==> config.mk <==
export PLATFORM = sky130hd
export DESIGN_NAME = axi_port
export DESIGN_NICKNAME = d
export VERILOG_FILES = /design/src/dcache_pkg.sv /design/src/axi_port.sv
export VERILOG_INCLUDE_DIRS = /design/src
export SDC_FILE = /design/constraint.sdc
export NUM_CORES = 1
export LEC_CHECK = 0
export BUFFER_PORTS_ARGS = -buffer_cell sky130_fd_sc_hd__clkbuf_2
export CAP_MARGIN = 20
export CORE_AREA = 3 3 278 280
export CTS_BUF_LIST = sky130_fd_sc_hd__clkbuf_8
export DETAILED_ROUTE_END_ITERATION = 16
export DIE_AREA = 0 0 281 283
export PLACE_DENSITY = 0.51
export REMOVE_ABC_BUFFERS = 1
export SKIP_CTS_REPAIR_TIMING = 1
export SLEW_MARGIN = 15
export SYNTH_ARGS = -nofsm -noshare
export SYNTH_HDL_FRONTEND = slang
export SYNTH_SLANG_ARGS = --single-unit
==> constraint.sdc <==
create_clock -name clk -period 4.2 [get_ports clk]
set_clock_uncertainty 0.1 [all_clocks]
set_input_delay 0.42 -clock clk [delete_from_list [all_inputs] [get_ports clk]]
set_output_delay 0.42 -clock clk [all_outputs]
set_load 0.03 [all_outputs]
==> src/dcache_settings.svh <==
`ifndef DCACHE_SETTINGS_SVH
`define DCACHE_SETTINGS_SVH

// bus widths
`define DC_ADDR_W  32
`define DC_WORD_W  32

// cache geometry
`define DC_SETS    128
`define DC_INDEX_W 7
`define DC_WORDS   8
`define DC_WOFF_W  3

// tag is what is left above index and line offset
`define DC_TAG_W   20

`endif
==> src/dcache_pkg.sv <==
`default_nettype none

`include "dcache_settings.svh"

package dcache_pkg;

    typedef logic [`DC_ADDR_W-1:0]  addr_t;
    typedef logic [`DC_WORD_W-1:0]  word_t;
    typedef logic [`DC_TAG_W-1:0]   tag_t;
    typedef logic [`DC_INDEX_W-1:0] index_t;
    typedef logic [`DC_WOFF_W-1:0]  woff_t;

    // word 0 in the low bits
    typedef word_t [`DC_WORDS-1:0] line_t;

    typedef struct packed {
        logic valid;
        tag_t tag;
    } tag_entry_t;

    typedef struct packed {
        logic                    req;
        logic                    wr;
        addr_t                   addr;
        logic [`DC_WORD_W/8-1:0] wstrb;
        word_t                   wdata;
    } cpu_req_t;

    typedef struct packed {
        logic  addr_ok;
        logic  data_ok;
        word_t rdata;
    } cpu_rsp_t;

    typedef struct packed {
        logic hit;
        logic hit_way;
        logic victim_way;
        logic victim_dirty;
        tag_t victim_tag;
    } lookup_t;

    // reduced axi read channels
    typedef struct packed {
        addr_t araddr;
        logic  arvalid;
        logic  rready;
    } rd_req_t;

    typedef struct packed {
        logic  arready;
        word_t rdata;
        logic  rvalid;
        logic  rlast;
    } rd_rsp_t;

    // reduced axi write channels
    typedef struct packed {
        addr_t awaddr;
        logic  awvalid;
        word_t wdata;
        logic  wvalid;
        logic  wlast;
        logic  bready;
    } wr_req_t;

    typedef struct packed {
        logic awready;
        logic wready;
        logic bvalid;
    } wr_rsp_t;

    typedef enum logic [2:0] {
        SWEEP,
        IDLE,
        LOOKUP,
        WRITEBACK,
        REFILL,
        FILL,
        REREAD
    } ctrl_state_t;

endpackage

`default_nettype wire

==> src/axi_port.sv <==
`timescale 1ns/100ps
`default_nettype none

`include "dcache_settings.svh"

module axi_port import dcache_pkg::*; (
    input  wire logic    clk,
    input  wire logic    rst,
    input  wire logic    start_refill,
    input  wire addr_t   refill_addr,
    input  wire logic    start_wb,
    input  wire addr_t   wb_addr,
    input  wire line_t   wb_line,
    output rd_req_t      rd_req,
    input  wire rd_rsp_t rd_rsp,
    output wr_req_t      wr_req,
    input  wire wr_rsp_t wr_rsp,
    output line_t        refill_line,
    output logic         refill_done,
    output logic         wb_done
);

    ////////////////////////////////////////
    // read burst collector
    ////////////////////////////////////////

    addr_t araddr_q;
    logic  ar_pend;
    logic  r_act;
    woff_t rcnt;

    always_ff @(posedge clk) begin
        if (!rst) begin
            ar_pend     <= 1'b0;
            r_act       <= 1'b0;
            rcnt        <= '0;
            refill_done <= 1'b0;
        end else begin
            refill_done <= 1'b0;
            if (start_refill) begin
                ar_pend <= 1'b1;
                // first beat carries the missed word
                rcnt    <= refill_addr[2 +: `DC_WOFF_W];
            end else if (ar_pend && rd_rsp.arready) begin
                ar_pend <= 1'b0;
                r_act   <= 1'b1;
            end else if (r_act && rd_rsp.rvalid) begin
                rcnt <= rcnt + woff_t'(1);
                if (rd_rsp.rlast) begin
                    r_act       <= 1'b0;
                    refill_done <= 1'b1;
                end
            end
        end
    end

    always_ff @(posedge clk) begin
        if (start_refill) begin
            araddr_q <= {refill_addr[`DC_ADDR_W-1:2], 2'b00};
        end
        if (r_act && rd_rsp.rvalid) begin
            refill_line[rcnt] <= rd_rsp.rdata;
        end
    end

    always_comb begin
        rd_req.araddr  = araddr_q;
        rd_req.arvalid = ar_pend;
        rd_req.rready  = r_act;
    end

    ////////////////////////////////////////
    // write burst sender
    ////////////////////////////////////////

    addr_t awaddr_q;
    line_t wbuf;
    logic  aw_pend;
    logic  w_act;
    logic  b_wait;
    woff_t wcnt;

    always_ff @(posedge clk) begin
        if (!rst) begin
            aw_pend <= 1'b0;
            w_act   <= 1'b0;
            b_wait  <= 1'b0;
            wcnt    <= '0;
            wb_done <= 1'b0;
        end else begin
            wb_done <= 1'b0;
            if (start_wb) begin
                aw_pend <= 1'b1;
                wcnt    <= '0;
            end else if (aw_pend && wr_rsp.awready) begin
                aw_pend <= 1'b0;
                w_act   <= 1'b1;
            end else if (w_act && wr_rsp.wready) begin
                wcnt <= wcnt + woff_t'(1);
                if (&wcnt) begin
                    w_act  <= 1'b0;
                    b_wait <= 1'b1;
                end
            end else if (b_wait && wr_rsp.bvalid) begin
                b_wait  <= 1'b0;
                wb_done <= 1'b1;
            end
        end
    end

    // victim is copied so the arrays are free during the burst
    always_ff @(posedge clk) begin
        if (start_wb) begin
            awaddr_q <= {wb_addr[`DC_ADDR_W-1:`DC_WOFF_W+2], {(`DC_WOFF_W+2){1'b0}}};
            wbuf     <= wb_line;
        end
    end

    always_comb begin
        wr_req.awaddr  = awaddr_q;
        wr_req.awvalid = aw_pend;
        wr_req.wdata   = wbuf[wcnt];
        wr_req.wvalid  = w_act;
        wr_req.wlast   = w_act && (&wcnt);
        wr_req.bready  = b_wait;
    end

endmodule

`default_nettype wire

==> impl_results.md <==
* Critical Setup Path Class: reg -> out
* Most numerous cell in the Yosys netlist: edfxtp_1
* WHS Path Cells at 4
* Post-synth top cells: edfxtp_1, mux4_2, mux2_2
* Num CTS Buffers at 101
* Total track usage at 0.1460
* Main synth FF type: edfxtp_1
* Total grt overflow at 0
* Clock tree from TritonCTS: done
* Pin slew with the least headroom to its limit at 1.007 ns
* DRC at 0
* Async S/R FF share, synth at 0
* Critical hold path startpoint: rd_rsp[1]
* Worst Hold Class: in -> reg
* Reg2reg path depth at 3
* P per Cell Area at 426.1 nW/um^2
* Overall Power at 12840 uW
* Count of input and output buffers at 707
* Worst setup SP type: register
* H-tree levels at 3
* Initial Utilization at 0.2645
* First-pass GRT wire length at 83.72 mm
* GP Congestion at 0.8239
* Max-cap check violation count at 0
* Largest net degree at the start of global routing at 109
* Period utilization at 0.7919
* R2R Setup Slk at 1.83 ns
* Leakage power at 0.01172 uW
* Number of synthesized flops with an enable pin at 569
* Relative slew slack at 0.3273
* Status: completed
* Core box area at 74700 um^2
* RR Endpoint: refill_line[104]$_DFFE_PP_
* Max rail drop VDD at 0.0003357 V
* Cells after Synth at 774
* Routed vias/inst at 4.170
* Area leader, netlist: edfxtp_1
* Yosys reg bits at 582
* Post-synth top area share at 0.8647
* WP data arrival at 2.81 ns
* Die X-Extent at 281 um
* Mapped cell area at 19760 um^2
* Crit-path max FO at 42
* Post-Syn Area per Cell at 25.53 um^2
* Seq/Total Area, Yosys at 0.8779
* Number of cell rows at 100
* Vias in the first global route at 12059
* Max clock buf depth at 3
* Filler Cells Inserted at 6753
* Required @ worst endpoint at 3.68 ns
* Area Overhead vs Synth at 52.49%
* Post-DR wirelength/cell at 21.02 um
* Post-DP HPWL at 42.90 mm
* Initial antenna violation count at 5
* Vias at 12452
* Layout cells sized above 1 at 0.4791
* Final WL at 62.77 mm
* Max Clock Freq at 300.7 MHz
* Hold WS at 0.08911 ns
* Final Setup Violations at 0
* I/O pin count at 722
* Drt pass-1 iters at 5
* Top cells by area, synth: edfxtp_1, mux4_2, mux2_2
* Die ar. at 79520 um^2
* Critical Path End Type: primary output
* Slew Limit Fails at 0
* Clk_lat worst skew at 0.70 ns
* Distinct cells, synth at 35
* Clock Tree Root: clkbuf_8
* Hold EP: r_act$_SDFFE_PN0P_
* Reg-to-Reg Start: rcnt[1]$_SDFFE_PN0P_
* Final Hold Viols at 0
* Synth warn at 0
* Nets at 2298
* Crit path time final at 3.326 ns
* CTS sink cnt at 582
* Detail Route Antenna Nets at 0
* Chip Height at 283 um
* Clk pin slew, worst setup/hold paths at 0.06 ns
* DRT iter0 DRCs at 644
* RSZ-0062 raised after global routing: false
worst max-delay path by stage:
| stage | end | start | cells past startpoint | slack (ns) |
|---|---|---|---|---|
| after CTS | wr_req[8] | wcnt[0]$_SDFFE_PP0P_ | 4 | 0.67 |
| final | wr_req[8] | wcnt[0]$_SDFFE_PP0P_ | 4 | 0.87 |
| after global placement | wr_req[5] | wcnt[0]$_SDFFE_PP0P_ | 4 | 1.50 |
| after global routing | wr_req[5] | wcnt[0]$_SDFFE_PP0P_ | 4 | 0.60 |
| after floorplan | wr_req[5] | wcnt[0]$_SDFFE_PP0P_ | 2 | -0.09 |
| after detailed placement | wr_req[5] | wcnt[0]$_SDFFE_PP0P_ | 4 | 1.50 |
kinds of logic (layout without fill, tap and decap cells):
| group | Yosys count | count (layout) | synth area share |
|---|---|---|---|
| simple gates | 38 | 38 | 0.01038 |
| flops | 582 | 582 | 0.8779 |
| buf+inv | 33 | 1265 | 0.01076 |
| compound gates | 21 | 21 | 0.007092 |
| other cells | 1 | 12 | 0.0001898 |
| mux | 96 | 96 | 0.09176 |
| fa+ha+maj | 3 | 3 | 0.001900 |
final cells by class:
cell class / count / area [um^2] / share of cell area
antenna: 5 / 12.51 / 0.0004152
clock buffer: 101 / 1390 / 0.04613
clock inverter: 81 / 609.3 / 0.02022
inverter: 2 / 7.507 / 0.0002491
multi-input combinational: 165 / 2277 / 0.07557
sequential: 582 / 17360 / 0.5760
tap: 969 / 1212 / 0.04024
timing repair buffer: 1081 / 7267 / 0.2412
state kept, by name, summed over array words and instances, names as in the netlist, 3 cells and up:
name         cells
araddr_q        30
wbuf           256
wcnt             3
rcnt             3
awaddr_q        27
refill_line    256
through the flow:
stage | utilization | cells | area [um^2] | TNS (ns) | setup slack, ns
after floorplan | - | 749 | 19580 | -1.922 | -0.09482
after global placement | 0.3290 | 2445 | 24580 | 0 | 1.501
after detailed placement | 0.3290 | 2445 | 24580 | 0 | 1.503
after CTS | 0.3558 | 2627 | 26580 | 0 | 0.6750
after global routing | 0.4034 | 2985 | 30130 | 0 | 0.5957
final | 0.4034 | 2986 | 30130 | 0 | 0.8740
layer usage:
layer | vias up | track usage | part of all wire
met3 | 119 | 0.04751 | 0.060
met1 | 6305 | 0.1612 | 0.37
met5 | - | 0 | 0.00024
met4 | 2 | 0.06126 | 0.031
met2 | 464 | 0.2572 | 0.54
li1 | 5562 | - | -
critical path: stages, from the launching register on:
cell and delay (ns):
dfxtp_4 0.61, buf_12 0.37, mux4_1 0.60, mux2_2 0.29, clkbuf_2 0.19
report_power, final:
part	leakage, uW	total, uW	switching (uW)	internal, uW
registers	0.00547	6750	82.0	6660
logic	0.00512	946	472	474
clock network	0.00112	5150	2370	2770
total	0.0117	12800	2930	9910
layout by cell type, fill, tap and decap left out, types with 2 or more instances in the layout:
cell	synthesis	routed
buf_12	0	2
mux4_2	61	61
diode_2	0	5
nand2_1	6	6
buf_4	12	18
nor2_4	0	6
inv_1	2	31
edfxtp_1	569	569
clkinv_1	0	23
ha_1	3	3
nand3b_1	2	2
dlygate4sd3_1	0	354
nand4_1	4	4
mux4_1	3	3
a21oi_1	3	3
dfxtp_4	0	2
inv_12	0	4
conb_1	1	7
o21ai_0	6	6
dfxtp_1	13	10
nor2_1	9	3
a21boi_0	2	2
clkinv_2	0	12
a211oi_1	4	4
clkbuf_8	0	101
bufinv_16	0	8
clkinvlp_4	0	2
and2_1	5	5
nor2b_1	3	3
o21a_1	2	2
inv_6	0	2
nand2b_1	2	2
clkbuf_2	0	706
nor3_2	0	2
mux2_2	32	32
Note: power is estimated with default switching activity, not from simulation.
