[config.mk]
export PLATFORM = sky130hd
export DESIGN_NAME = cache_ctrl
export DESIGN_NICKNAME = d
export VERILOG_FILES = /design/src/dcache_pkg.sv /design/src/cache_ctrl.sv
export VERILOG_INCLUDE_DIRS = /design/src
export SDC_FILE = /design/constraint.sdc
export NUM_CORES = 1
export LEC_CHECK = 0
export BUFFER_PORTS_ARGS = -buffer_cell sky130_fd_sc_hd__buf_2
export CORE_AREA = 2 2 527 529
export CTS_BUF_LIST = sky130_fd_sc_hd__clkbuf_8
export DETAILED_ROUTE_END_ITERATION = 8
export DIE_AREA = 0 0 529 531
export PLACE_DENSITY = 0.3
export SYNTH_ARGS = -nofsm -noshare
export SYNTH_HDL_FRONTEND = slang
export SYNTH_SLANG_ARGS = --single-unit
[constraint.sdc]
create_clock -name clk -period 5.82 [get_ports clk]
set_clock_uncertainty 0.2 [all_clocks]
set_input_delay 0 -clock clk [delete_from_list [all_inputs] [get_ports clk]]
set_output_delay 0 -clock clk [all_outputs]
set_load 0.005 [all_outputs]
[src/dcache_settings.svh]
`ifndef DCACHE_SETTINGS_SVH
`define DCACHE_SETTINGS_SVH

// bus widths
`define DC_ADDR_W  32
`define DC_WORD_W  32

// cache geometry
`define DC_SETS    128
`define DC_INDEX_W 7
`define DC_WORDS   8
`define DC_WOFF_W  3

// tag is what is left above index and line offset
`define DC_TAG_W   20

`endif
[src/dcache_pkg.sv]
`default_nettype none

`include "dcache_settings.svh"

package dcache_pkg;

    typedef logic [`DC_ADDR_W-1:0]  addr_t;
    typedef logic [`DC_WORD_W-1:0]  word_t;
    typedef logic [`DC_TAG_W-1:0]   tag_t;
    typedef logic [`DC_INDEX_W-1:0] index_t;
    typedef logic [`DC_WOFF_W-1:0]  woff_t;

    // word 0 in the low bits
    typedef word_t [`DC_WORDS-1:0] line_t;

    typedef struct packed {
        logic valid;
        tag_t tag;
    } tag_entry_t;

    typedef struct packed {
        logic                    req;
        logic                    wr;
        addr_t                   addr;
        logic [`DC_WORD_W/8-1:0] wstrb;
        word_t                   wdata;
    } cpu_req_t;

    typedef struct packed {
        logic  addr_ok;
        logic  data_ok;
        word_t rdata;
    } cpu_rsp_t;

    typedef struct packed {
        logic hit;
        logic hit_way;
        logic victim_way;
        logic victim_dirty;
        tag_t victim_tag;
    } lookup_t;

    // reduced axi read channels
    typedef struct packed {
        addr_t araddr;
        logic  arvalid;
        logic  rready;
    } rd_req_t;

    typedef struct packed {
        logic  arready;
        word_t rdata;
        logic  rvalid;
        logic  rlast;
    } rd_rsp_t;

    // reduced axi write channels
    typedef struct packed {
        addr_t awaddr;
        logic  awvalid;
        word_t wdata;
        logic  wvalid;
        logic  wlast;
        logic  bready;
    } wr_req_t;

    typedef struct packed {
        logic awready;
        logic wready;
        logic bvalid;
    } wr_rsp_t;

    typedef enum logic [2:0] {
        SWEEP,
        IDLE,
        LOOKUP,
        WRITEBACK,
        REFILL,
        FILL,
        REREAD
    } ctrl_state_t;

endpackage

`default_nettype wire

[src/cache_ctrl.sv]
`timescale 1ns/100ps
`default_nettype none

`include "dcache_settings.svh"

module cache_ctrl import dcache_pkg::*; (
    input  wire logic          clk,
    input  wire logic          rst,
    input  wire cpu_req_t      cpu_req,
    output cpu_rsp_t           cpu_rsp,
    input  wire lookup_t       result,
    input  wire word_t         rword,
    input  wire line_t         victim_line,
    input  wire line_t         refill_line,
    input  wire logic          refill_done,
    input  wire logic          wb_done,
    output index_t             rindex,
    output index_t             windex,
    output tag_t               tag,
    output logic [1:0]         tag_we,
    output tag_entry_t         wentry,
    output logic               set_dirty,
    output logic               clr_dirty,
    output logic               fill,
    output woff_t              woff,
    output logic               way_sel,
    output logic [1:0]         line_we,
    output line_t              wline,
    output logic               store_we,
    output logic [`DC_WORD_W/8-1:0] wstrb,
    output word_t              wdata,
    output logic               start_refill,
    output addr_t              refill_addr,
    output logic               start_wb,
    output addr_t              wb_addr,
    output line_t              wb_line
);

    ctrl_state_t state;
    cpu_req_t    req_q;
    index_t      sweep_cnt;
    index_t      req_index;
    logic        data_ok_q;
    word_t       rdata_q;
    logic        accept;

    // addr_ok drops for the cycle of data_ok
    assign cpu_rsp.addr_ok = (state == IDLE) && !data_ok_q;
    assign cpu_rsp.data_ok = data_ok_q;
    assign cpu_rsp.rdata   = rdata_q;
    assign accept          = cpu_req.req && cpu_rsp.addr_ok;

    ////////////////////////////////////////
    // array addressing
    ////////////////////////////////////////

    assign req_index = req_q.addr[`DC_WOFF_W+2 +: `DC_INDEX_W];
    // idle reads straight from the cpu so the tags are ready next cycle
    assign rindex    = (state == SWEEP) ? sweep_cnt :
                       (state == IDLE)  ? cpu_req.addr[`DC_WOFF_W+2 +: `DC_INDEX_W] :
                       req_index;
    assign windex    = (state == SWEEP) ? sweep_cnt : req_index;

    assign tag         = req_q.addr[`DC_ADDR_W-1 -: `DC_TAG_W];
    assign woff        = req_q.addr[2 +: `DC_WOFF_W];
    assign wstrb       = req_q.wstrb;
    assign wdata       = req_q.wdata;
    assign way_sel     = result.hit ? result.hit_way : result.victim_way;
    assign wline       = refill_line;
    assign wb_line     = victim_line;
    assign refill_addr = {req_q.addr[`DC_ADDR_W-1:2], 2'b00};
    assign wb_addr     = {result.victim_tag, req_index, {(`DC_WOFF_W+2){1'b0}}};

    always_comb begin
        tag_we       = 2'b00;
        line_we      = 2'b00;
        wentry.valid = 1'b0;
        wentry.tag   = tag;
        set_dirty    = 1'b0;
        clr_dirty    = 1'b0;
        fill         = 1'b0;
        store_we     = 1'b0;
        start_wb     = 1'b0;
        start_refill = 1'b0;
        case (state)
            SWEEP: begin
                tag_we    = 2'b11;
                clr_dirty = 1'b1;
            end
            LOOKUP: begin
                if (result.hit) begin
                    store_we  = req_q.wr;
                    set_dirty = req_q.wr;
                end else if (result.victim_dirty) begin
                    start_wb = 1'b1;
                end else begin
                    start_refill = 1'b1;
                end
            end
            WRITEBACK: start_refill = wb_done;
            FILL: begin
                tag_we       = {result.victim_way, ~result.victim_way};
                line_we      = tag_we;
                wentry.valid = 1'b1;
                clr_dirty    = 1'b1;
                fill         = 1'b1;
            end
            default: ;
        endcase
    end

    ////////////////////////////////////////
    // state machine
    ////////////////////////////////////////

    always_ff @(posedge clk) begin
        if (!rst) begin
            state     <= SWEEP;
            sweep_cnt <= '0;
            data_ok_q <= 1'b0;
        end else begin
            data_ok_q <= (state == LOOKUP) && result.hit;
            case (state)
                SWEEP: begin
                    sweep_cnt <= sweep_cnt + index_t'(1);
                    if (&sweep_cnt) begin
                        state <= IDLE;
                    end
                end
                IDLE: begin
                    if (accept) begin
                        state <= LOOKUP;
                    end
                end
                LOOKUP: begin
                    if (result.hit) begin
                        state <= IDLE;
                    end else if (result.victim_dirty) begin
                        state <= WRITEBACK;
                    end else begin
                        state <= REFILL;
                    end
                end
                WRITEBACK: begin
                    if (wb_done) begin
                        state <= REFILL;
                    end
                end
                REFILL: begin
                    if (refill_done) begin
                        state <= FILL;
                    end
                end
                // the new line needs one more read before it can hit
                FILL:    state <= REREAD;
                REREAD:  state <= LOOKUP;
                default: state <= IDLE;
            endcase
        end
    end

    always_ff @(posedge clk) begin
        if (accept) begin
            req_q <= cpu_req;
        end
        if ((state == LOOKUP) && result.hit) begin
            rdata_q <= rword;
        end
    end

endmodule

`default_nettype wire

==> results.json <==
{
  "run_status": "completed",
  "cts_resized": 0,
  "grt_pass1_vias": 7728,
  "ios": 1357,
  "maxSlewViolCount": 0,
  "end_kind": "flop",
  "finalSetupViolCount": 0,
  "drtIter0Drc": 638,
  "reg2reg_depth": 7,
  "cts_tree": "done",
  "crit_arrival_ps": 3650,
  "grt_antenna_before_repair": 253,
  "min_period_ps": 3420,
  "worstPathCellList": "nand2b_1, nor4b_1, dlygate4sd3_1, o2111ai_1, dlygate4sd3_1, o21ai_0, dlygate4sd3_1",
  "min_path_cells": 3,
  "grt_setup_unrepaired": "no",
  "finalHoldViolations": 0,
  "hp-class": "primary input to primary output",
  "viasPerCell": 1.74,
  "seqPwrFrac": 0.364,
  "drive_gt1_frac": 0.252,
  "fin_crit_sh": 0.587,
  "grt.total_usage": 0.0879,
  "dp_hpwl_microns": 121000,
  "worst-setup-path-type": "flop to flop",
  "cpPeakStageDelay_ps": 610,
  "yosysWarnings": 0,
  "ys_seq_area_frac": 0.365,
  "synth_top_area_frac": 0.565,
  "layout.cells.non_filler": 4900,
  "hold_end": "line_we[0]",
  "hold_start": "result[21]",
  "nets": 1861,
  "grt_pass1_wl_microns": 145000,
  "synth-seq-cells": 110,
  "drc": 0,
  "clk_latency_ps": 480,
  "synth_top_flop_cell": "edfxtp_1",
  "p_int_mw": 1.63,
  "clockRootBuffer": "clkbuf_8",
  "overflow": 0,
  "p_per_area_mw_per_mm2": 158,
  "reg2reg_from": "state[1]",
  "switching_share": 0.402,
  "yosysUniqueCellTypes": 34,
  "core_area_sq_mm": 0.275,
  "switching_power_mw": 1.10,
  "syn-instance-count": 876,
  "numCtsBuffers": 9,
  "die_y_microns": 531,
  "antenna_left": 0,
  "ir_worst_vdd_uv": 102,
  "netlist_top_cells_count": "buf_4 (658), edfxtp_1 (99), nand2_1 (30)",
  "r2r_slack_ps": 2400,
  "finalSetupTns_ps": 0,
  "cts-htree-levels": 3,
  "vias": 8506,
  "numPlacedInstances": 4111,
  "worstPathMaxFanout": 12,
  "postSynthAreaPerCell_sq_um": 9.99,
  "synthTopCellsByArea": "buf_4 (56%), edfxtp_1 (34%), dfxtp_1 (2.5%), nand2_1 (1.3%), mux2i_1 (0.80%)",
  "gp_congestion": 0.718,
  "critPathRequiredTime_ps": 6060,
  "std_cell_rows": 193,
  "clkPwrFrac": 0.222,
  "synth_edf_count": 99,
  "post_cts_buffers": 0,
  "fmaxAchievable_ghz": 0.293,
  "fill_cells": 32300,
  "dieArea_sq_mm": 0.281,
  "clock_sinks": 110,
  "dr.pass1.iters": 6,
  "synthArstFlopShare": 0,
  "syn_to_final_growth_pct": 96.7,
  "yosysTopAreaCell": "buf_4",
  "synthMostInstantiatedCell": "buf_4",
  "r2r-end": "state[1]",
  "tightest_slew_ps": 732,
  "crit_path_frequent_cell": "dlygate4sd3_1",
  "holdBufCountCts": 703,
  "cts.path.max_buffers": 2,
  "combPwrFrac": 0.415,
  "start_util": 0.0318,
  "syn_area_sq_mm": 0.00875,
  "die_width_microns": 529,
  "leakage_nw": 5.44,
  "start_kind": "flop",
  "max_cap_violations": 0,
  "timing.slew.headroom": 0.512,
  "slowest_stage": "dlygate4sd3_1",
  "wl_per_cell_microns": 26.9,
  "port_buffers": 283,
  "grt_max_degree": 44,
  "clkTransAtPathRegs_ps": 150,
  "routed_wl_microns": 132000
}
-- per-layer routing --
| layer | part of all wire | global-route usage |
|---|---|---|
| met2 | 0.42 | 0.132 |
| met1 | 0.35 | 0.0933 |
| met5 | 0.0060 | 0.00137 |
| met3 | 0.20 | 0.0750 |
| met4 | 0.027 | 0.0179 |
-- power groups by stage --
| stage | Sequential (mW) | Combinational, mW | Clock (mW) |
|---|---|---|---|
| after floorplan | 0.974 | 0.534 | 0 |
| after global placement | 1.01 | 0.558 | 0 |
| after detailed placement | 1.01 | 0.555 | 0 |
| after CTS | 0.997 | 1.19 | 0.667 |
| after global routing | 1.00 | 1.24 | 0.664 |
| final | 0.992 | 1.13 | 0.604 |
-- worst max path at each step --
stage               startpoint              end  slack, ps  cells past startpoint
floorplan             state[2]         store_we       1970                      5
global placement      state[0]  refill_addr[14]       2720                      5
detailed placement    state[0]  refill_addr[14]       2730                      5
CTS                   state[1]         state[1]       2420                      7
global route          state[1]         state[1]       2210                      7
finish                state[1]         state[1]       2400                      7
-- state kept, by name, summed over array words and instances, names as in the netlist --
register     count
req_q            1
state            3
sweep_cnt        7
wstrb            4
wdata           32
refill_addr     30
data_ok_q        1
rdata_q         32
-- per-stage QoR --
| stage | total power [mW] | instance area, sq um | worst slack [ps] | util | hold WS [ps] |
|---|---|---|---|---|---|
| after floorplan | 1.51 | 8770 | 1970 | - | -169 |
| after global placement | 1.57 | 9770 | 2720 | 0.0355 | -200 |
| after detailed placement | 1.57 | 9770 | 2730 | 0.0355 | -200 |
| after CTS | 2.85 | 17000 | 2420 | 0.0619 | 2.95 |
| after global routing | 2.91 | 17100 | 2210 | 0.0621 | 57.6 |
| final | 2.73 | 17200 | 2400 | 0.0625 | 90.1 |
-- logic make-up after synthesis --
logic type / synth area share
AOI/OAI and AO/OA: 0.0142
xor gates and xnor gates: 0.00401
adders and majority gates: 0.00143
buffers and inverters: 0.569
DFF: 0.365
muxes: 0.00930
other: 0.000429
and+or+nand+nor: 0.0366
-- worst max-delay path: cells and delay by family (launching register included) --
kind / cells / cell delay (ps)
simple gates: 2 / 660
flops: 1 / 580
buf+inv: 3 / 1760
compound gates: 2 / 180
-- cell type report --
cell class                      instances  area, sq um  area share
Sequential cell                       110         3190       0.186
Clock inverter                          6         88.8     0.00516
Inverter                                2         7.51    0.000436
Timing Repair Buffer                  990         8480       0.493
Antenna cell                           70          175      0.0102
Tap cell                             3607         4510       0.262
Multi-Input combinational cell        105          607      0.0353
Clock buffer                           10          138     0.00800
-- cells in the final DEF, fill, tap and decap left out, drive strengths merged, types with 2 or more instances in the layout --
cell type and n:
a21oi 4, and2 4, and3 2, buf 287, clkbuf 10, clkinv 2, conb 7, dfxtp 11
diode 70, dlygate4sd3 703, edfxtp 99, inv 5, mux2i 7, nand2 30, nand2b 3, nand4 2
nor2 6, nor2b 3, nor3 3, nor3b 2, nor4b 2, o21ai 13, or3 3, xnor2 3
(Power assumes the default switching activity.)
